File: src/riscv_pkg.sv
package riscv_pkg;

  parameter int XLEN = 64; // default data width, overridden from the top

  typedef logic [XLEN-1:0] xlen_t;
  typedef logic [31:0]     inst_t;
  typedef logic [4:0]      regaddr_t;

  localparam inst_t NOP_INST = 32'h0000_0013; // addi x0, x0, 0

  typedef enum logic [6:0] {
    OPC_OP     = 7'b0110011,
    OPC_OP_IMM = 7'b0010011,
    OPC_LUI    = 7'b0110111,
    OPC_LOAD   = 7'b0000011,
    OPC_STORE  = 7'b0100011,
    OPC_BRANCH = 7'b1100011,
    OPC_JAL    = 7'b1101111
  } opcode_e;

  localparam logic [2:0] F3_ADD_SUB = 3'b000;
  localparam logic [2:0] F3_SLT     = 3'b010;
  localparam logic [2:0] F3_XOR     = 3'b100;
  localparam logic [2:0] F3_OR      = 3'b110;
  localparam logic [2:0] F3_AND     = 3'b111;
  localparam logic [2:0] F3_BNE     = 3'b001;
  localparam logic [2:0] F3_DOUBLE  = 3'b011; // ld and sd width code

  typedef enum logic [2:0] {
    ALU_ADD    = 3'd0,
    ALU_SUB    = 3'd1,
    ALU_AND    = 3'd2,
    ALU_OR     = 3'd3,
    ALU_XOR    = 3'd4,
    ALU_SLT    = 3'd5,
    ALU_PASS_B = 3'd6  // lui goes straight through
  } alu_op_e;

  typedef enum logic [1:0] {
    RES_ALU = 2'd0,
    RES_MEM = 2'd1,
    RES_PC4 = 2'd2
  } result_sel_e;

  typedef enum logic [1:0] {
    FWD_REG = 2'd0,
    FWD_WB  = 2'd1,
    FWD_MEM = 2'd2
  } fwd_sel_e;

  typedef enum logic [2:0] {
    IMM_I = 3'd0,
    IMM_S = 3'd1,
    IMM_B = 3'd2,
    IMM_U = 3'd3,
    IMM_J = 3'd4
  } imm_sel_e;

endpackage

File: src/riscv_hazard.sv
`timescale 1ns/1ns

module riscv_hazard (
  input  riscv_pkg::regaddr_t    i_hz_rs1addr_d,
  input  riscv_pkg::regaddr_t    i_hz_rs2addr_d,
  input  riscv_pkg::regaddr_t    i_hz_rs1addr_e,
  input  riscv_pkg::regaddr_t    i_hz_rs2addr_e,
  input  riscv_pkg::regaddr_t    i_hz_rdaddr_e,
  input  riscv_pkg::result_sel_e i_hz_resultsel_e, // load in execute when mem
  input  logic                   i_hz_pcsrc_e,
  input  riscv_pkg::regaddr_t    i_hz_rdaddr_m,
  input  logic                   i_hz_regw_m,
  input  riscv_pkg::regaddr_t    i_hz_rdaddr_wb,
  input  logic                   i_hz_regw_wb,
  output riscv_pkg::fwd_sel_e    o_hz_fwda,
  output riscv_pkg::fwd_sel_e    o_hz_fwdb,
  output logic                   o_hz_stallpc,
  output logic                   o_hz_stall_fd,
  output logic                   o_hz_flush_fd,
  output logic                   o_hz_flush_de
);
  import riscv_pkg::*;

  logic lwstall;

  // memory stage wins over writeback, x0 never forwards
  function automatic fwd_sel_e fwd_pick(regaddr_t rs, regaddr_t rd_m, logic regw_m,
                                        regaddr_t rd_wb, logic regw_wb);
    fwd_sel_e sel;
    if (regw_m && (rd_m != '0) && (rd_m == rs)) begin
      sel = FWD_MEM;
    end else if (regw_wb && (rd_wb != '0) && (rd_wb == rs)) begin
      sel = FWD_WB;
    end else begin
      sel = FWD_REG;
    end
    return sel;
  endfunction

  assign o_hz_fwda = fwd_pick(i_hz_rs1addr_e, i_hz_rdaddr_m, i_hz_regw_m,
                              i_hz_rdaddr_wb, i_hz_regw_wb);
  assign o_hz_fwdb = fwd_pick(i_hz_rs2addr_e, i_hz_rdaddr_m, i_hz_regw_m,
                              i_hz_rdaddr_wb, i_hz_regw_wb);

  assign lwstall = (i_hz_resultsel_e == RES_MEM) && (i_hz_rdaddr_e != '0) &&
                   ((i_hz_rdaddr_e == i_hz_rs1addr_d) || (i_hz_rdaddr_e == i_hz_rs2addr_d));

  assign o_hz_stallpc  = lwstall;                 // hold fetch one cycle
  assign o_hz_stall_fd = lwstall;
  assign o_hz_flush_fd = i_hz_pcsrc_e;            // wrong-path fetch slot
  assign o_hz_flush_de = i_hz_pcsrc_e | lwstall;  // bubble into execute

endmodule

File: config.mk
export PLATFORM = sky130hd
export DESIGN_NAME = riscv_hazard
export DESIGN_NICKNAME = d
export VERILOG_FILES = /design/src/riscv_pkg.sv /design/src/riscv_hazard.sv
export SDC_FILE = /design/constraint.sdc
export NUM_CORES = 1
export LEC_CHECK = 0
export BUFFER_PORTS_ARGS = -buffer_cell sky130_fd_sc_hd__buf_2
export CAP_MARGIN = 0
export CORE_AREA = 10 10 47 49
export DETAILED_ROUTE_END_ITERATION = 10
export DIE_AREA = 0 0 57 59
export PLACE_DENSITY = 0.77
export SLEW_MARGIN = 10
export SYNTH_ARGS = -nofsm -noshare
export SYNTH_HDL_FRONTEND = slang
export SYNTH_SLANG_ARGS = --single-unit
File: constraint.sdc
create_clock -name vclk -period 1.84
set_input_delay 0.368 -clock vclk [all_inputs]
set_output_delay 0.368 -clock vclk [all_outputs]
set_load 0.1 [all_outputs]
==> metrics, run 1 <==
crit path max fanout=2; max cap viols=0; ANT nets after route=0; leakage=0.566 nW; FP Rows=14; fin crit share=1.18; Final Critical Period=2.17 ns; outcome=complete, but fails checks; pwr/cell area=249 nW/um^2; peak supply drop=151 uV; GP Congestion=0.845; I/O Pins=48; Vias/cell=4.86; buffers added on ports=48; RSZ-0062 raised after global routing=yes; via count=670; first-pass GRT wire length=3510 um; Final Setup Violations=7; Crit. End Element=output port; Ys Warns=0; Clock buffer cells=0; mapped cell area=428 sq um; vias in the first global route=766; final hold vios=0; WP data arrival=1.80 ns; Placed Instances=137; Worst Hold Class=in2out; Antenna diodes=0; FFs & Latches=0; mean area per synthesized cell=7.78 sq um; Syn-to-layout area delta=192%; # DRC=0; largest net degree at the start of global routing=4; total core area=1400 sq um; register area=0 sq um; Mapped Nets=95; final std cells w/o fill=138; fin nets=164; WS Path Type=in2out; Distinct cells, synth=14; DP HPWL=1850 um; hold buffer count at cts=0; CP Data Required Time=1.47 ns; WL final=2480 um; max-slew violation count=0; Wirelength per Cell=18.0 um; Slew headroom=0.678; layout cells sized above 1=0.770; Crit path largest cell delay=0.54 ns; area of the multi-input gates=624 sq um; initial antenna violation count=0; Die Footprint=3360 sq um; Worst path slowest cell=or4_4; total grt overflow=0; Slew @ Worst Pin=0.486 ns; Top cell by count, worst path=nor4_4; die width=57 um; Fillers=60; crit start category=input pin; Initial Util=0.305; die height=59 um; GR Util All Layers=0.124; drt initial violations=3; sequential share of the synthesized area=0; Setup WS post-layout=-0.328 ns; FMAX=461 MHz; DRT Pass-1 Iters=2; DP Worst Slack=-0.310 ns; crit path cell chain=buf_6 -> or4_4 -> o21ai_4 -> nor4_4 -> nor4_4 -> buf_12; failing checks=setup timing; Post-Syn Instances=55
cells in the mapped netlist:
cell type / count / area share
o21ai_1: 1 / 0.012
nor4_1: 3 / 0.044
xnor2_1: 6 / 0.12
inv_1: 2 / 0.018
a22oi_1: 1 / 0.018
o21ai_2: 1 / 0.020
o41ai_1: 1 / 0.020
xor2_1: 24 / 0.49
nand3_1: 2 / 0.023
nor3_1: 2 / 0.023
nor4_2: 2 / 0.058
or4_1: 5 / 0.088
buf_4: 2 / 0.035
nor2_1: 3 / 0.026
worst paths after layout:
check | startpoint | end | slack [ns] | cells after the start
hold / removal | i_hz_pcsrc_e | o_hz_flush_de | 1.10 | 4
setup / recovery | i_hz_rdaddr_m[4] | o_hz_fwda[0] | -0.33 | 6
per-layer routing:
layer | track usage | up-vias | routed length [um]
met5 | 0 | - | 0
met4 | 0.0101 | 0 | 14
met3 | 0.0429 | 2 | 224
met2 | 0.237 | 41 | 1300
met1 | 0.132 | 300 | 943
li1 | - | 327 | -
stage by stage:
stage | TNS (ns) | total power, mW | instance area (sq um) | hold slack, ns | utilization
finish | -1.10 | 0.310 | 1250 | 1.10 | 0.890
floorplan | -4.33 | 0.130 | 569 | 0.851 | -
detailed placement | -1.76 | 0.258 | 1070 | 1.10 | 0.761
global route | -1.46 | 0.330 | 1250 | 1.13 | 0.890
CTS | -0.965 | 0.286 | 1170 | 1.10 | 0.837
global placement | -1.37 | 0.249 | 1070 | 1.10 | 0.761
what timing repair did:
item	4_1_cts	5_1_grt
endpoints found under the setup margin	7	7
gates cloned	0	0
pin swaps	14	11
gates resized for setup	23	14
setup buffers	0	1
cells in the final DEF, fill, tap and decap left out, drive strengths merged:
| cell type | n |
|---|---|
| a22oi | 1 |
| buf | 69 |
| inv | 2 |
| nand3 | 2 |
| nor2 | 3 |
| nor3 | 2 |
| nor4 | 5 |
| o21ai | 2 |
| o41ai | 1 |
| or4 | 5 |
| xnor2 | 6 |
| xor2 | 24 |
power breakdown:
part	total (mW)	leakage [nW]	internal (mW)	switching, mW
Combinational	0.310	0.566	0.153	0.158
Clock	0	0	0	0
Sequential	0	0	0	0
Total	0.310	0.566	0.153	0.158
worst max-delay path, delay by kind of cell:
kind,cells,cell delay [ns]
AND/OR/NAND/NOR,3,0.94
buffers and inverters,2,0.30
AO/OA/AOI/OAI,1,0.18
cell type report:
class,count,share of cell area
timing repair buffer,69,0.477
multi-input combinational,51,0.501
tap,16,0.0160
inverter,2,0.00602
kinds of logic after synthesis:
family	after synthesis	share of synthesized area
buf+inv	4	0.0526
simple gates	17	0.263
xor+xnor	30	0.614
compound gates	4	0.0702
Note: power is estimated with default switching activity, not from simulation.
==> run 2, diff against run 1 <==
--- a/config.mk
+++ b/config.mk
@@ -5,12 +5,11 @@
 export SDC_FILE = /design/constraint.sdc
 export NUM_CORES = 1
 export LEC_CHECK = 0
-export BUFFER_PORTS_ARGS = -buffer_cell sky130_fd_sc_hd__buf_2
 export CAP_MARGIN = 0
 export CORE_AREA = 10 10 47 49
 export DETAILED_ROUTE_END_ITERATION = 10
 export DIE_AREA = 0 0 57 59
-export PLACE_DENSITY = 0.77
+export DONT_BUFFER_PORTS = 1
 export SLEW_MARGIN = 10
 export SYNTH_ARGS = -nofsm -noshare
 export SYNTH_HDL_FRONTEND = slang
==> run 2 against run 1 <==
  * The flow still finishes with violations (setup timing)
  * Flip-flop and latch count did not move
  * Non-clock buffer count fell by 57
  * Critical path type unchanged
  * Die area did not move
  * Design area fell by 36%
  * Sequential share of layout area did not move
  * Largest cell class unchanged
  * Combinational power fell by 50%
==> metrics, run 2 (same netlist as run 1, synthesis figures left out) <==
most frequent cells in the layout=24 x xor2_1, 6 x xnor2_2, 5 x nor4_4, 5 x buf_4; CP Data Required Time=1.47 ns; FFs & Latches=0; worst setup path end=o_hz_fwdb[0]; via count=423; WP data arrival=1.60 ns; max-slew violation count=0; # DRC=0; RSZ-0062 raised after global routing=yes; sequential power share=0; drt initial violations=1; Placed Instances=81; first-pass GRT wire length=2380 um; fin nets=107; Worst Hold Class=in2out; peak supply drop=117 uV; largest net degree at the start of global routing=4; WL final=1490 um; GP Congestion=0.784; P_int=0.0765 mW; Syn-to-layout area delta=86.8%; max cap viols=0; Final Critical Period=1.97 ns; crit start category=input pin; failing checks=setup timing; Slew @ Worst Pin=0.319 ns; final hold vios=0; Antenna diodes=0; area of the multi-input gates=572 sq um; Setup WS post-layout=-0.130 ns; Initial Util=0.305; buffers added on ports=0; Vias/cell=5.22; WS Path Type=in2out; leakage=0.299 nW; DP HPWL=1450 um; combinational share of power=1.000; layout cells sized above 1=0.492; outcome=complete, but fails checks; final std cells w/o fill=81; Crit. End Element=output port; most common cell after layout, fill and taps aside=xor2_1; vias in the first global route=494; I/O Pins=48; DP Worst Slack=-0.198 ns; Clk pwr share=0; GR Util All Layers=0.0815; crit path max fanout=2; fin crit share=1.07; Clock buffer cells=0; FMAX=508 MHz; P_sw=0.0781 mW; Sw Share=0.505; initial antenna violation count=0; die height=59 um; Wirelength per Cell=18.4 um; hold buffer count at cts=0; Final Setup Violations=4; DRT Pass-1 Iters=2; Slew headroom=0.788; Fillers=128; register area=0 sq um; total core area=1400 sq um; Critical path origin=i_hz_rs2addr_e[0]; Die Footprint=3360 sq um; ANT nets after route=0; number of setup buffers added after CTS=0; FP Rows=14; die width=57 um; pwr/cell area=193 nW/um^2; total grt overflow=0
==> run 2: cell count changes in the layout (fill, tap and decap cells not counted), sizes merged <==
| cell | previous run | this run |
|---|---|---|
| buf | 69 | 12 |
==> run 2: how the worst min path moves through the flow <==
stage	startpoint	endpoint	slack (ns)	depth (start not counted)
4_1_cts	i_hz_pcsrc_e	o_hz_flush_fd	0.74	0
6_report	i_hz_pcsrc_e	o_hz_flush_fd	0.74	0
3_3_place_gp	i_hz_pcsrc_e	o_hz_flush_fd	0.74	0
3_5_place_dp	i_hz_pcsrc_e	o_hz_flush_fd	0.74	0
2_1_floorplan	i_hz_resultsel_e[1]	o_hz_stall_fd	0.85	1
5_1_grt	i_hz_pcsrc_e	o_hz_flush_fd	0.74	0
==> run 2: final cells by class <==
type,instances,area share
multi-input cells,51,0.715
inverters,2,0.00939
repair buffers,12,0.250
well taps,16,0.0250
==> run 2: metrics by stage <==
| stage | area (sq um) | hold slack, ns | setup TNS, ns | utilization | power, mW |
|---|---|---|---|---|---|
| floorplan | 569 | 0.851 | -4.33 | - | 0.130 |
| global placement | 771 | 0.737 | -0.592 | 0.550 | 0.147 |
| detailed placement | 771 | 0.737 | -0.682 | 0.550 | 0.148 |
| CTS | 795 | 0.737 | -0.419 | 0.567 | 0.156 |
| global route | 800 | 0.736 | -0.581 | 0.571 | 0.164 |
| finish | 800 | 0.736 | -0.307 | 0.571 | 0.155 |
==> run 2: per-layer routing <==
layer	GRT usage	wire length, um	up-vias
met5	0	0	-
met4	0	0	0
met3	0.0279	132	0
met2	0.164	873	16
met1	0.0827	487	195
li1	-	-	212
==> run 2: worst max-delay path, cell delays in order <==
cell and delay [ns]:
xor2_1 0.14, or4_4 0.54, nor4_4 0.33, buf_12 0.21
==> run 2: power by group through the flow <==
| stage | Combinational (mW) | Sequential, mW | Clock [mW] |
|---|---|---|---|
| finish | 0.155 | 0 | 0 |
| global route | 0.164 | 0 | 0 |
| CTS | 0.156 | 0 | 0 |
| detailed placement | 0.148 | 0 | 0 |
| global placement | 0.147 | 0 | 0 |
| floorplan | 0.130 | 0 | 0 |
==> run 2: what timing repair did <==
item,in CTS,in global routing
endpoints found under the setup margin,7,7
pin swaps,6,3
gates resized for setup,6,1
hold endpoints to repair,0,0
==> run 3, diff against run 2 <==
--- a/config.mk
+++ b/config.mk
@@ -10,6 +10,7 @@
 export DETAILED_ROUTE_END_ITERATION = 10
 export DIE_AREA = 0 0 57 59
 export DONT_BUFFER_PORTS = 1
+export SKIP_LAST_GASP = 1
 export SLEW_MARGIN = 10
 export SYNTH_ARGS = -nofsm -noshare
 export SYNTH_HDL_FRONTEND = slang
==> run 3 against run 2 <==
  * The flow still finishes with violations (setup timing)
  * Routed wire length is 1.7% higher
  * Highest routed layer unchanged
  * Fmax is 4.0% lower
  * Combinational power hardly changed
  * Design area stayed put
  * Largest cell class unchanged
  * Global-route usage is 0.13 points higher
==> metrics, run 3 (same netlist as run 1, synthesis figures left out) <==
GR Layer Usage met1=0.0863; GR Util met3=0.0279; Final Setup Violations=3; total core area=1400 sq um; Vias/cell=5.20; max cap viols=0; die width=57 um; drt initial violations=1; DP HPWL=1450 um; DP Worst Slack=-0.198 ns; outcome=complete, but fails checks; GP Congestion=0.784; peak supply drop=117 uV; failing checks=setup timing; vias in the first global route=502; pwr/cell area=192 nW/um^2; Total Power=0.153 mW; Syn-to-layout area delta=86.8%; # DRC=0; I/O Pins=48; Slew @ Worst Pin=0.319 ns; fin nets=108; Slew headroom=0.788; FP Rows=14; final hold vios=0; most common cell after layout, fill and taps aside=xor2_1; initial antenna violation count=0; Clock buffer cells=0; Wirelength per Cell=18.5 um; Die Footprint=3360 sq um; Antenna diodes=0; max-slew violation count=0; first-pass GRT wire length=2420 um; most frequent cells in the layout=24 x xor2_1, 6 x xnor2_2, 6 x buf_4, 5 x nor4_4, 4 x buf_12; Final Critical Period=2.05 ns; crit path max fanout=3; leakage=0.301 nW; ANT nets after route=0; gr busiest metal=met2; largest net degree at the start of global routing=4; GRT met2 Usage=0.164; total grt overflow=0; register area=0 sq um; crit start category=input pin; RSZ-0062 raised after global routing=yes; WS Path Type=in2out; Fillers=130; fin crit share=1.11; buffers added on ports=0; CP Data Required Time=1.47 ns; WP data arrival=1.68 ns; GR Util All Layers=0.0828; Setup WS post-layout=-0.211 ns; Crit. End Element=output port; layout cells sized above 1=0.470; area of the multi-input gates=564 sq um; Worst Hold Class=in2out; die height=59 um; Initial Util=0.305; DRT Pass-1 Iters=2; WL final=1520 um; FMAX=488 MHz; hold buffer count at cts=0; FFs & Latches=0; via count=426
[run 3: cell count changes in the layout (fill, tap and decap cells not counted)]
| cell | change |
|---|---|
| or4_4 | -2 |
| or4_1 | +2 |
| buf_4 | +1 |
[run 3: repair_timing]
| item | in CTS | in global routing |
|---|---|---|
| setup endpoints to repair | 7 | 7 |
| pin swaps | 4 | 4 |
| resized for setup | 4 | 1 |
| endpoints found under the hold margin | 0 | 0 |
| buffers inserted | 0 | 3 |
[run 3: layout make-up]
| cell class | count | share of cell area |
|---|---|---|
| tap | 16 | 0.0250 |
| timing repair buffer | 13 | 0.260 |
| inverter | 2 | 0.00939 |
| multi-input combinational | 51 | 0.706 |
[run 3: worst paths after layout]
| kind | startpoint | end | slack (ns) | cells past startpoint |
|---|---|---|---|---|
| setup / recovery | i_hz_rdaddr_m[1] | o_hz_fwdb[0] | -0.21 | 5 |
| hold / removal | i_hz_pcsrc_e | o_hz_flush_fd | 0.74 | 0 |
[run 3: worst max-delay path: stages]
cell and delay, ns:
or4_4 0.53, o21ai_4 0.17, nor4_4 0.08, nor4_4 0.32, buf_12 0.21
[run 3: report_power, final]
group          total (mW)  leakage (nW)  internal [mW]  switching (mW)
logic               0.153         0.301         0.0760          0.0774
registers               0             0              0               0
clock network           0             0              0               0
[run 3: metal layers]
| metal | vias to the layer above | routed length [um] |
|---|---|---|
| met4 | 0 | 0 |
| met2 | 16 | 885 |
| met1 | 196 | 500 |
| met5 | - | 0 |
| met3 | 0 | 133 |
| li1 | 214 | - |
[run 3: stage by stage]
stage | area (sq um) | TNS [ns] | hold WS (ns) | cells | utilization
floorplan | 569 | -4.33 | 0.851 | 55 | -
global placement | 771 | -0.592 | 0.737 | 81 | 0.550
detailed placement | 771 | -0.682 | 0.737 | 81 | 0.550
CTS | 787 | -0.494 | 0.737 | 81 | 0.562
global route | 800 | -0.771 | 0.736 | 82 | 0.571
finish | 800 | -0.505 | 0.736 | 82 | 0.571
