**config.mk**
```make
export PLATFORM = sky130hd
export DESIGN_NAME = riscv_ctrl
export DESIGN_NICKNAME = d
export VERILOG_FILES = /design/src/riscv_pkg.sv /design/src/riscv_ctrl.sv
export SDC_FILE = /design/constraint.sdc
export NUM_CORES = 1
export LEC_CHECK = 0
export ABC_AREA = 1
export BUFFER_PORTS_ARGS = -buffer_cell sky130_fd_sc_hd__buf_4
export CAP_MARGIN = 5
export CORE_AREA = 4 4 41 43
export DETAILED_ROUTE_END_ITERATION = 8
export DIE_AREA = 0 0 45 47
export PLACE_DENSITY = 0.53
export SETUP_SLACK_MARGIN = 0.3
export SLEW_MARGIN = 0
export SYNTH_ARGS = -nofsm -noshare
export SYNTH_HDL_FRONTEND = slang
export SYNTH_SLANG_ARGS = --single-unit
```
**constraint.sdc**
```tcl
create_clock -name vclk -period 1.4
set_input_delay 0.14 -clock vclk [all_inputs]
set_output_delay 0.14 -clock vclk [all_outputs]
set_load 0.01 [all_outputs]
```
**src/riscv_pkg.sv**
```systemverilog
package riscv_pkg;

  parameter int XLEN = 64; // default data width, overridden from the top

  typedef logic [XLEN-1:0] xlen_t;
  typedef logic [31:0]     inst_t;
  typedef logic [4:0]      regaddr_t;

  localparam inst_t NOP_INST = 32'h0000_0013; // addi x0, x0, 0

  typedef enum logic [6:0] {
    OPC_OP     = 7'b0110011,
    OPC_OP_IMM = 7'b0010011,
    OPC_LUI    = 7'b0110111,
    OPC_LOAD   = 7'b0000011,
    OPC_STORE  = 7'b0100011,
    OPC_BRANCH = 7'b1100011,
    OPC_JAL    = 7'b1101111
  } opcode_e;

  localparam logic [2:0] F3_ADD_SUB = 3'b000;
  localparam logic [2:0] F3_SLT     = 3'b010;
  localparam logic [2:0] F3_XOR     = 3'b100;
  localparam logic [2:0] F3_OR      = 3'b110;
  localparam logic [2:0] F3_AND     = 3'b111;
  localparam logic [2:0] F3_BNE     = 3'b001;
  localparam logic [2:0] F3_DOUBLE  = 3'b011; // ld and sd width code

  typedef enum logic [2:0] {
    ALU_ADD    = 3'd0,
    ALU_SUB    = 3'd1,
    ALU_AND    = 3'd2,
    ALU_OR     = 3'd3,
    ALU_XOR    = 3'd4,
    ALU_SLT    = 3'd5,
    ALU_PASS_B = 3'd6  // lui goes straight through
  } alu_op_e;

  typedef enum logic [1:0] {
    RES_ALU = 2'd0,
    RES_MEM = 2'd1,
    RES_PC4 = 2'd2
  } result_sel_e;

  typedef enum logic [1:0] {
    FWD_REG = 2'd0,
    FWD_WB  = 2'd1,
    FWD_MEM = 2'd2
  } fwd_sel_e;

  typedef enum logic [2:0] {
    IMM_I = 3'd0,
    IMM_S = 3'd1,
    IMM_B = 3'd2,
    IMM_U = 3'd3,
    IMM_J = 3'd4
  } imm_sel_e;

endpackage

```
**src/riscv_ctrl.sv**
```systemverilog
`timescale 1ns/1ns

module riscv_ctrl (
  input  logic [6:0]             i_ctrl_opcode,
  input  logic [2:0]             i_ctrl_funct3,
  input  logic                   i_ctrl_funct7_5,
  output logic                   o_ctrl_regw,      // to de register
  output logic                   o_ctrl_memw,
  output logic                   o_ctrl_jump,
  output logic                   o_ctrl_branch,
  output logic                   o_ctrl_bne,       // invert the equality test
  output logic                   o_ctrl_asel,      // 1 selects pc as operand a
  output logic                   o_ctrl_bsel,      // 1 selects immediate as operand b
  output riscv_pkg::alu_op_e     o_ctrl_aluop,
  output riscv_pkg::result_sel_e o_ctrl_resultsel,
  output riscv_pkg::imm_sel_e    o_ctrl_immsel
);
  import riscv_pkg::*;

  alu_op_e op_aluop;

  // funct7 bit 5 only matters for register operands
  always_comb begin
    case (i_ctrl_funct3)
      F3_ADD_SUB: op_aluop = i_ctrl_funct7_5 ? ALU_SUB : ALU_ADD;
      F3_SLT:     op_aluop = ALU_SLT;
      F3_XOR:     op_aluop = ALU_XOR;
      F3_OR:      op_aluop = ALU_OR;
      F3_AND:     op_aluop = ALU_AND;
      default:    op_aluop = ALU_ADD;
    endcase
  end

  always_comb begin
    o_ctrl_regw      = 1'b0;     // unknown opcode is a no-op
    o_ctrl_memw      = 1'b0;
    o_ctrl_jump      = 1'b0;
    o_ctrl_branch    = 1'b0;
    o_ctrl_bne       = 1'b0;
    o_ctrl_asel      = 1'b0;
    o_ctrl_bsel      = 1'b0;
    o_ctrl_aluop     = ALU_ADD;
    o_ctrl_resultsel = RES_ALU;
    o_ctrl_immsel    = IMM_I;
    case (i_ctrl_opcode)
      OPC_OP: begin
        o_ctrl_regw  = 1'b1;
        o_ctrl_aluop = op_aluop;
      end
      OPC_OP_IMM: begin
        o_ctrl_regw = 1'b1;         // addi only
        o_ctrl_bsel = 1'b1;
      end
      OPC_LUI: begin
        o_ctrl_regw   = 1'b1;
        o_ctrl_bsel   = 1'b1;
        o_ctrl_aluop  = ALU_PASS_B;
        o_ctrl_immsel = IMM_U;
      end
      OPC_LOAD: begin
        o_ctrl_regw      = 1'b1;
        o_ctrl_bsel      = 1'b1;
        o_ctrl_resultsel = RES_MEM;
      end
      OPC_STORE: begin
        o_ctrl_memw   = 1'b1;
        o_ctrl_bsel   = 1'b1;
        o_ctrl_immsel = IMM_S;
      end
      OPC_BRANCH: begin
        o_ctrl_branch = 1'b1;
        o_ctrl_bne    = (i_ctrl_funct3 == F3_BNE);
        o_ctrl_asel   = 1'b1;
        o_ctrl_bsel   = 1'b1;
        o_ctrl_immsel = IMM_B;
      end
      OPC_JAL: begin
        o_ctrl_regw      = 1'b1;
        o_ctrl_jump      = 1'b1;
        o_ctrl_asel      = 1'b1;
        o_ctrl_bsel      = 1'b1;
        o_ctrl_resultsel = RES_PC4;  // link value
        o_ctrl_immsel    = IMM_J;
      end
      default: ;
    endcase
  end

endmodule

```
==> flow_summary.rst, run 1 <==
.. list-table::
   :header-rows: 1

   * - Metric
     - Value
   * - HPWL after DPL
     - 704 µm
   * - Largest net degree at the start of global routing
     - 5
   * - Core Region
     - 1300 µm²
   * - Kind of cell adding the most delay to the critical path
     - buffers and inverters
   * - Sequential cell area fraction in the yosys report
     - 0
   * - Nets
     - 89
   * - Fraction of layout instances using a drive strength above 1
     - 0.645
   * - CP max stage delay
     - 0.14 ns
   * - PnR worst setup slack
     - 0.375 ns
   * - HP Class
     - in -> out
   * - WHS Path Cells
     - 3
   * - I/O pin cnt
     - 26
   * - Max Cap Viol
     - 0
   * - Die footprint
     - 2120 µm²
   * - Fmax achieved
     - 0.975 GHz
   * - Number of design rule violations left after detail routing
     - 0
   * - Number of warnings issued by yosys
     - 0
   * - Leading cell type in the layout, fill and taps excluded
     - sky130_fd_sc_hd__buf_4
   * - Setup slack at placement
     - 0.310 ns
   * - Post-synthesis to final-layout area growth
     - 96.5%
   * - Routed length on met3
     - 86 µm
   * - Fill cell count
     - 155
   * - Highest-count cells in the layout ignoring fill and taps
     - sky130_fd_sc_hd__buf_4, sky130_fd_sc_hd__inv_1, sky130_fd_sc_hd__nand2_2
   * - Setup TNS after final layout
     - 0 ns
   * - Number of standard cells after synthesis
     - 50
   * - Mean area per synthesized cell
     - 4.98 µm²
   * - Remaining global-route overflow
     - 0
   * - Leak
     - 0.303 nW
   * - Power Internal
     - 37.8 µW
   * - Via count
     - 368
   * - Mapped Nets
     - 61
   * - Post-Route M1 WL
     - 327 µm
   * - Slowest cell on the critical path
     - sky130_fd_sc_hd__buf_4
   * - Weighted congestion reported at the end of routability-driven placement
     - 0.750
   * - Count of buffers from port buffering
     - 26
   * - Initial core utilization
     - 0.191
   * - Setup violation total in the final timing report
     - 0
   * - Number of distinct library cells after synthesis
     - 15
   * - Crit path buffers/inverters
     - 4
   * - Measured slew at the worst slew-check pin
     - 0.152 ns
   * - Finished layout cell area
     - 489 µm²
   * - Hold violation total from the final report
     - 0
   * - Logic gate share of total power
     - 1.000
   * - Sequential cell area
     - 0 µm²
   * - Critical path endpoint category
     - output port
   * - Reg power frac
     - 0
   * - Uppermost layer routed
     - met3
   * - Cell area after technology mapping
     - 249 µm²
   * - Average wire length per cell after detail routing
     - 8.89 µm
   * - Detail-routed via count per cell
     - 4.04
   * - Setup repair after global routing missed its margin
     - yes
   * - Critical Path AT
     - 0.89 ns
   * - Row count
     - 13
   * - Worst Hold Endpoint
     - o_ctrl_aluop[0]
   * - Slew HR
     - 0.898
   * - Type of the setup path with the least slack
     - in -> out
   * - Power per cell area
     - 159 nW/µm²
   * - GR Util All Layers
     - 0.0700
   * - Vias in the first global route
     - 327
   * - Global-route wire length before repair
     - 1.19 mm
   * - Most common cell type on the critical path
     - sky130_fd_sc_hd__buf_4
   * - Tmin final
     - 1.03 ns
   * - Detailed Routing Iterations Pass 1
     - 1
   * - Final Routed Wirelength
     - 809 µm
   * - Cell-by-cell listing of the critical path
     - buf_4 > nand2_2 > inv_2 > nand3_1 > nor2_2 > inv_1 > o21ai_0 > buf_4
   * - Drt initial violations
     - 0
   * - Maximum vdd drop
     - 0.0589 mV
   * - Antenna violations before repair
     - 0
   * - Final-report max-slew violation count
     - 0
   * - Sw Pwr
     - 40.1 µW
   * - WL met2
     - 396 µm
   * - WP data required
     - 1.26 ns
   * - Final clock period utilization by the worst path
     - 0.732
   * - Post-detailed-route count of antenna-violating nets
     - 0
   * - Die Y
     - 47 µm
   * - Clock share of power
     - 0
   * - Clock buf count
     - 0
   * - Switching share of power
     - 0.515
   * - Number of diodes added for antenna fixing
     - 0
   * - Total number of sequential cells
     - 0
   * - CTS hold repair buffers
     - 0
   * - Worst Path Max Fanout
     - 4
   * - Min-Delay Startpoint
     - i_ctrl_funct3[0]
   * - Standard cell area after detailed placement
     - 455 µm²
   * - Type of element launching the critical path
     - input pin
   * - Status
     - finished clean
   * - Horizontal die dimension
     - 45 µm
==> layer usage <==
metal / vias up / GRT usage
met4: 0 / 0
met5: - / 0
met2: 15 / 0.124
li1: 201 / -
met3: 0 / 0.0153
met1: 152 / 0.0921
==> area by class of cell <==
cell class | instances | area (µm²) | share of cell area
timing repair buffer | 27 | 206 | 0.422
inverter | 14 | 55.1 | 0.113
tap | 15 | 18.8 | 0.0384
multi-input combinational | 35 | 209 | 0.427
==> tightest hold or removal path: stages <==
cell and delay, ns:
sky130_fd_sc_hd__buf_4 0.09, sky130_fd_sc_hd__nor3_2 0.03, sky130_fd_sc_hd__buf_4 0.13
==> cell families after synthesis <==
logic type / count (synthesis) / share of synthesized area
AOI/OAI and AO/OA: 4 / 0.0804
buffers and inverters: 15 / 0.241
and+or+nand+nor: 31 / 0.678
==> Yosys cell counts (2+ instances only) <==
cell	count	area, µm²
sky130_fd_sc_hd__nand2_1	6	22.5
sky130_fd_sc_hd__inv_1	8	30.0
sky130_fd_sc_hd__nand2_2	6	37.5
sky130_fd_sc_hd__nand3_1	5	25.0
sky130_fd_sc_hd__nor3_2	2	20.0
sky130_fd_sc_hd__o21ai_1	2	10.0
sky130_fd_sc_hd__inv_2	6	22.5
sky130_fd_sc_hd__nor2_2	3	18.8
sky130_fd_sc_hd__nor2_1	6	22.5
==> power groups by stage <==
stage | clock network, mW | logic [mW] | registers, mW
floorplan | 0 | 0.0322 | 0
global placement | 0 | 0.0715 | 0
detailed placement | 0 | 0.0714 | 0
CTS | 0 | 0.0716 | 0
global route | 0 | 0.0875 | 0
finish | 0 | 0.0779 | 0
==> how the worst max path moves through the flow <==
| stage | start | end | slack, ns | cells after the start |
|---|---|---|---|---|
| after floorplan | i_ctrl_opcode[1] | o_ctrl_bsel | 0.57 | 6 |
| after global placement | i_ctrl_opcode[1] | o_ctrl_bsel | 0.32 | 8 |
| after detailed placement | i_ctrl_opcode[1] | o_ctrl_bsel | 0.31 | 8 |
| after CTS | i_ctrl_opcode[1] | o_ctrl_bsel | 0.31 | 8 |
| after global routing | i_ctrl_opcode[1] | o_ctrl_bsel | 0.28 | 8 |
| final | i_ctrl_opcode[1] | o_ctrl_immsel[0] | 0.37 | 8 |
==> metrics by stage <==
step           hold slack [ns]  cells  utilization  total power, mW
2_1_floorplan            0.313     50            -           0.0322
4_1_cts                  0.534     90        0.350           0.0716
5_1_grt                  0.549     91        0.376           0.0875
3_3_place_gp             0.532     90        0.350           0.0715
6_report                 0.532     91        0.376           0.0779
3_5_place_dp             0.533     90        0.350           0.0714
==> what timing repair did <==
action / CTS / global route
endpoints found under the setup margin: 0 / 5
setup buffers: 0 / 1
gates resized for setup: 0 / 7
Power figures use the tool's default switching activity.
==> run 2, diff against run 1 <==
Settings changed: PLACE_DENSITY 0.53 to 0.55.
Clock period 1.4 ns to 0.8 ns, I/O delays scaled along.
==> run 2 against run 1 <==
  * The run now ends with negative setup slack left
  * Combinational power rose to 3.1 times the previous value
  * Worst setup slack worse by 0.45 ns
  * Die area unchanged
  * Core utilization grew 20 points
  * Wire length is 14% higher
  * Critical path depth increased by 1
  * Via count is 9.0% higher
  * Cell area grew 52%
  * Clock-buffer cell count unchanged
  * Largest power group unchanged
==> flow_summary.rst, run 2 (same netlist as run 1, synthesis figures left out) <==
.. list-table::
   :header-rows: 1

   * - Metric
     - Value
   * - Cell-by-cell listing of the critical path
     - buf_8 > inv_6 > nand2_4 > nor2_4 > nand2_2 > inv_2 > nor2_1 > nand2_1 > buf_6 (was buf_4 > nand2_2 > inv_2 > nand3_1 > nor2_2 > inv_1 > o21ai_0 > buf_4)
   * - Tmin final
     - 0.877 ns
   * - Fraction of layout instances using a drive strength above 1
     - 0.848 (was 0.645)
   * - Leak
     - 0.395 nW (was 0.303 nW)
   * - Largest net degree at the start of global routing
     - 5 (unchanged)
   * - Final clock period utilization by the worst path
     - 1.10
   * - PnR worst setup slack
     - -0.0773 ns (was 0.375 ns)
   * - Measured slew at the worst slew-check pin
     - 0.246 ns (was 0.152 ns)
   * - Worst Path Max Fanout
     - 3 (was 4)
   * - Detail-routed via count per cell
     - 4.27 (was 4.04)
   * - Slew HR
     - 0.836 (was 0.898)
   * - Count of buffers from port buffering
     - 26 (unchanged)
   * - Max Cap Viol
     - 0 (unchanged)
   * - WP data required
     - 0.72 ns (was 1.26 ns)
   * - Average wire length per cell after detail routing
     - 9.79 µm (was 8.89 µm)
   * - Remaining global-route overflow
     - 0 (unchanged)
   * - Global-route wire length before repair
     - 1.44 mm (was 1.19 mm)
   * - GR Util All Layers
     - 0.0850 (was 0.0700)
   * - Critical Path AT
     - 0.80 ns (was 0.89 ns)
   * - Setup repair after global routing missed its margin
     - yes (unchanged)
   * - Fmax achieved
     - 1.14 GHz
   * - Status
     - finished with violations (was finished clean)
   * - Antenna violations before repair
     - 0 (unchanged)
   * - Die Y
     - 47 µm (unchanged)
   * - Type of the setup path with the least slack
     - in -> out (unchanged)
   * - Vias in the first global route
     - 352 (was 327)
   * - Setup violation total in the final timing report
     - 9 (was 0)
   * - Critical path endpoint category
     - output port (unchanged)
   * - Hold violation total from the final report
     - 0 (unchanged)
   * - Horizontal die dimension
     - 45 µm (unchanged)
   * - CTS hold repair buffers
     - 0 (unchanged)
   * - HP Class
     - in -> out (unchanged)
   * - Core Region
     - 1300 µm² (unchanged)
   * - Post-synthesis to final-layout area growth
     - 199% (was 96.5%)
   * - Number of design rule violations left after detail routing
     - 0 (unchanged)
   * - Sequential cell area
     - 0 µm² (unchanged)
   * - Die footprint
     - 2120 µm² (unchanged)
   * - Drt initial violations
     - 4 (was 0)
   * - Total number of sequential cells
     - 0 (unchanged)
   * - Filler-free cell count of the finished design
     - 94 (was 91)
   * - Weighted congestion reported at the end of routability-driven placement
     - 0.688 (was 0.750)
   * - Inst Count DP
     - 93 (was 90)
   * - Worst hold slack across all endpoints
     - 0.406 ns (was 0.532 ns)
   * - Initial core utilization
     - 0.191 (unchanged)
   * - CP max stage delay
     - 0.12 ns (was 0.14 ns)
   * - Failing checks
     - negative setup slack
   * - Type of element launching the critical path
     - input pin (unchanged)
   * - HPWL after DPL
     - 756 µm (was 704 µm)
   * - Maximum vdd drop
     - 0.177 mV (was 0.0589 mV)
   * - Final-report max-slew violation count
     - 0 (unchanged)
   * - Power per cell area
     - 322 nW/µm² (was 159 nW/µm²)
   * - Nets
     - 92 (was 89)
   * - Slowest cell on the critical path
     - sky130_fd_sc_hd__nor2_4 (was sky130_fd_sc_hd__buf_4)
   * - Crit path buffers/inverters
     - 4 (unchanged)
   * - Clock buf count
     - 0 (unchanged)
   * - Final Routed Wirelength
     - 920 µm (was 809 µm)
   * - Row count
     - 13 (unchanged)
   * - Highest-count cells in the layout ignoring fill and taps
     - sky130_fd_sc_hd__buf_6, sky130_fd_sc_hd__buf_4, sky130_fd_sc_hd__nor2_4, sky130_fd_sc_hd__inv_2 (was sky130_fd_sc_hd__buf_4, sky130_fd_sc_hd__inv_1, sky130_fd_sc_hd__nand2_2)
   * - Leading cell type in the layout, fill and taps excluded
     - sky130_fd_sc_hd__buf_6 (was sky130_fd_sc_hd__buf_4)
   * - Via count
     - 401 (was 368)
   * - I/O pin cnt
     - 26 (unchanged)
   * - Number of diodes added for antenna fixing
     - 0 (unchanged)
   * - Kind of cell adding the most delay to the critical path
     - simple AND/OR/NAND/NOR gates (was buffers and inverters)
   * - Post-detailed-route count of antenna-violating nets
     - 0 (unchanged)
   * - Detailed Routing Iterations Pass 1
     - 4 (was 1)
==> run 2: where the power goes <==
part	switching (mW)	internal [mW]
Combinational	0.120	0.119
Clock	0	0
Sequential	0	0
==> run 2: layout make-up <==
| class | instances | area, µm² |
|---|---|---|
| Timing Repair Buffer | 30 | 313 |
| Fill cell | 124 | 557 |
| Multi-Input combinational cell | 35 | 319 |
| Inverter | 14 | 93.8 |
| Tap cell | 15 | 18.8 |
==> run 2: per-stage QoR <==
| stage | TNS (ns) | util | power [mW] | cell area (µm²) | setup slack, ns |
|---|---|---|---|---|---|
| floorplan | 0 | - | 0.0909 | 362 | 0.136 |
| global placement | -0.906 | 0.454 | 0.184 | 591 | -0.141 |
| detailed placement | -0.934 | 0.454 | 0.186 | 591 | -0.146 |
| CTS | -0.595 | 0.535 | 0.227 | 696 | -0.0846 |
| global route | -0.942 | 0.572 | 0.256 | 744 | -0.128 |
| finish | -0.454 | 0.572 | 0.240 | 744 | -0.0773 |
==> run 2: metal layers <==
layer / vias up / wire length, µm / GRT usage
met5: - / 0 / 0
met4: 0 / 0 / 0
met3: 0 / 74 / 0.00766
met2: 14 / 501 / 0.167
met1: 178 / 344 / 0.106
li1: 209 / - / -
==> run 2: final timing paths <==
kind,from,end,depth (start not counted),slack (ns)
max,i_ctrl_opcode[4],o_ctrl_regw,9,-0.08
min,i_ctrl_funct3[0],o_ctrl_aluop[0],3,0.41
==> run 2: what timing repair did <==
item	4_1_cts	5_1_grt
setup endpoints to repair	15	15
pin swaps	11	6
setup buffers	0	1
gates resized for setup	29	10
==> run 2: tightest hold or removal path, cell delays in order <==
cell                     delay [ns]
sky130_fd_sc_hd__buf_4         0.10
sky130_fd_sc_hd__nor3_4        0.04
sky130_fd_sc_hd__buf_6         0.11
==> run 3, diff against run 2 <==
Settings changed: BUFFER_PORTS_ARGS -buffer_cell sky130_fd_sc_hd__buf_4 to unset, DONT_BUFFER_PORTS set to 1, PLACE_DENSITY 0.55 to 0.37.
==> run 3 against run 2 <==
  * The flow now finishes without violations
  * First-iteration DRC count down 100%
  * Clock-buffer cell count unchanged
  * Non-clock buffer count down 27
  * Core utilization is 16 points lower
  * Global-route usage fell by 1.0 points
  * Worst setup slack better by 0.20 ns
  * Hold slack got worse by 0.22 ns
  * Wire length down 9.9%
  * Maximum frequency is 29% higher
==> flow_summary.rst, run 3 (same netlist as run 1, synthesis figures left out) <==
.. list-table::
   :header-rows: 1

   * - Metric
     - Value
   * - Post-synthesis to final-layout area growth
     - 117% (was 199%)
   * - Total number of sequential cells
     - 0 (unchanged)
   * - Sequential cell area
     - 0 µm² (unchanged)
   * - Count of buffers from port buffering
     - 0 (was 26)
   * - Detailed Routing Iterations Pass 1
     - 1 (was 4)
   * - Vias in the first global route
     - 306 (was 352)
   * - Maximum vdd drop
     - 0.125 mV (was 0.177 mV)
   * - Worst Path Max Fanout
     - 4 (was 3)
   * - Most common cell type on the critical path
     - sky130_fd_sc_hd__nand2_4
   * - Horizontal die dimension
     - 45 µm (unchanged)
   * - Detail-routed via count per cell
     - 4.69 (was 4.27)
   * - Fmax achieved
     - 1.47 GHz (was 1.14 GHz)
   * - Standard cell area after detailed placement
     - 380 µm² (was 591 µm²)
   * - WP data required
     - 0.72 ns (about the same)
   * - GR Util All Layers
     - 0.0748 (was 0.0850)
   * - Final-report max-slew violation count
     - 0 (unchanged)
   * - HPWL after DPL
     - 751 µm (was 756 µm)
   * - Leading cell type in the layout, fill and taps excluded
     - sky130_fd_sc_hd__nand2_4 (was sky130_fd_sc_hd__buf_6)
   * - Type of element launching the critical path
     - input pin (unchanged)
   * - Average wire length per cell after detail routing
     - 12.4 µm (was 9.79 µm)
   * - CTS hold repair buffers
     - 0 (unchanged)
   * - Hold violation total from the final report
     - 0 (unchanged)
   * - Critical Path AT
     - 0.60 ns (was 0.80 ns)
   * - Die footprint
     - 2120 µm² (unchanged)
   * - Slew HR
     - 0.841 (was 0.836)
   * - Leak
     - 0.256 nW (was 0.395 nW)
   * - Finished layout cell area
     - 541 µm² (was 744 µm²)
   * - Crit path buffers/inverters
     - 1 (was 4)
   * - Pwr Total
     - 131 µW (was 240 µW)
   * - Max Cap Viol
     - 0 (unchanged)
   * - Worst hold slack across all endpoints
     - 0.186 ns (was 0.406 ns)
   * - Cell-by-cell listing of the critical path
     - inv_16 > nand2_4 > nor2_4 > nand2_4 > nand2_4 > nor2_2 > nand2_2 (was buf_8 > inv_6 > nand2_4 > nor2_4 > nand2_2 > inv_2 > nor2_1 > nand2_1 > buf_6)
   * - CP max stage delay
     - 0.13 ns (was 0.12 ns)
   * - Global-route wire length before repair
     - 1.28 mm (was 1.44 mm)
   * - Slowest cell on the critical path
     - sky130_fd_sc_hd__nor2_4 (unchanged)
   * - Status
     - finished clean (was finished with violations)
   * - Clock buf count
     - 0 (unchanged)
   * - Nets
     - 65 (was 92)
   * - Setup repair after global routing missed its margin
     - yes (unchanged)
   * - Weighted congestion reported at the end of routability-driven placement
     - 0.708 (was 0.688)
   * - Critical path endpoint category
     - output port (unchanged)
   * - Initial core utilization
     - 0.191 (unchanged)
   * - Post-detailed-route count of antenna-violating nets
     - 0 (unchanged)
   * - Row count
     - 13 (unchanged)
   * - Setup violation total in the final timing report
     - 0 (was 9)
   * - Setup TNS after final layout
     - 0 ns (was -0.454 ns)
   * - Post-Route Utilization
     - 0.415 (was 0.572)
   * - HP Class
     - in -> out (unchanged)
   * - Die Y
     - 47 µm (unchanged)
   * - Highest-count cells in the layout ignoring fill and taps
     - sky130_fd_sc_hd__nand2_4, sky130_fd_sc_hd__inv_1, sky130_fd_sc_hd__nor2_4, sky130_fd_sc_hd__inv_4, sky130_fd_sc_hd__nor2_2 (was sky130_fd_sc_hd__buf_6, sky130_fd_sc_hd__buf_4, sky130_fd_sc_hd__nor2_4, sky130_fd_sc_hd__inv_2)
   * - Type of the setup path with the least slack
     - in -> out (unchanged)
   * - Number of design rule violations left after detail routing
     - 0 (unchanged)
   * - Core Region
     - 1300 µm² (unchanged)
   * - Fraction of layout instances using a drive strength above 1
     - 0.788 (was 0.848)
   * - I/O pin cnt
     - 26 (unchanged)
   * - Via count
     - 314 (was 401)
   * - Measured slew at the worst slew-check pin
     - 0.237 ns (was 0.246 ns)
   * - Tmin final
     - 0.679 ns (was 0.877 ns)
   * - Number of diodes added for antenna fixing
     - 0 (unchanged)
   * - Final clock period utilization by the worst path
     - 0.849 (was 1.10)
   * - Drt initial violations
     - 0 (was 4)
   * - Largest net degree at the start of global routing
     - 5 (unchanged)
   * - Final Routed Wirelength
     - 829 µm (was 920 µm)
   * - Power per cell area
     - 243 nW/µm² (was 322 nW/µm²)
   * - Kind of cell adding the most delay to the critical path
     - simple AND/OR/NAND/NOR gates (unchanged)
   * - Antenna violations before repair
     - 0 (unchanged)
   * - Remaining global-route overflow
     - 0 (unchanged)
run 3: power breakdown:
part           total (mW)  internal, mW  switching, mW
registers               0             0              0
clock network           0             0              0
logic               0.131        0.0537         0.0778
run 3: repair_timing:
| action | 4_1_cts | 5_1_grt |
|---|---|---|
| buffers inserted | 1 | 1 |
| endpoints found under the setup margin | 15 | 15 |
| pin swaps | 12 | 1 |
| resized for setup | 24 | 8 |
run 3: layout make-up:
class	instances	area [µm²]
fillers	145	761
multi-input cells	35	355
inverters	14	136
repair buffers	3	30.0
well taps	15	18.8
run 3: through the flow:
stage	cells	setup slack [ns]
after detailed placement	65	0.0713
after global placement	65	0.0852
final	67	0.121
after CTS	66	0.109
after floorplan	50	0.136
after global routing	67	0.0709
run 3: path summary, 6_finish.rpt:
kind / cells past startpoint / endpoint / slack [ns] / startpoint
setup / recovery: 7 / o_ctrl_bsel / 0.12 / i_ctrl_opcode[2]
hold / removal: 1 / o_ctrl_aluop[0] / 0.19 / i_ctrl_funct3[0]
run 3: routing by layer:
layer  share of wire  wire length, µm  up-vias  global-route usage
met1            0.32              263      146              0.0901
li1                -                -      155                   -
met4               0                0        0                   0
met3            0.12              100        0              0.0192
met2            0.56              464       13               0.141
met5               0                0        -                   0
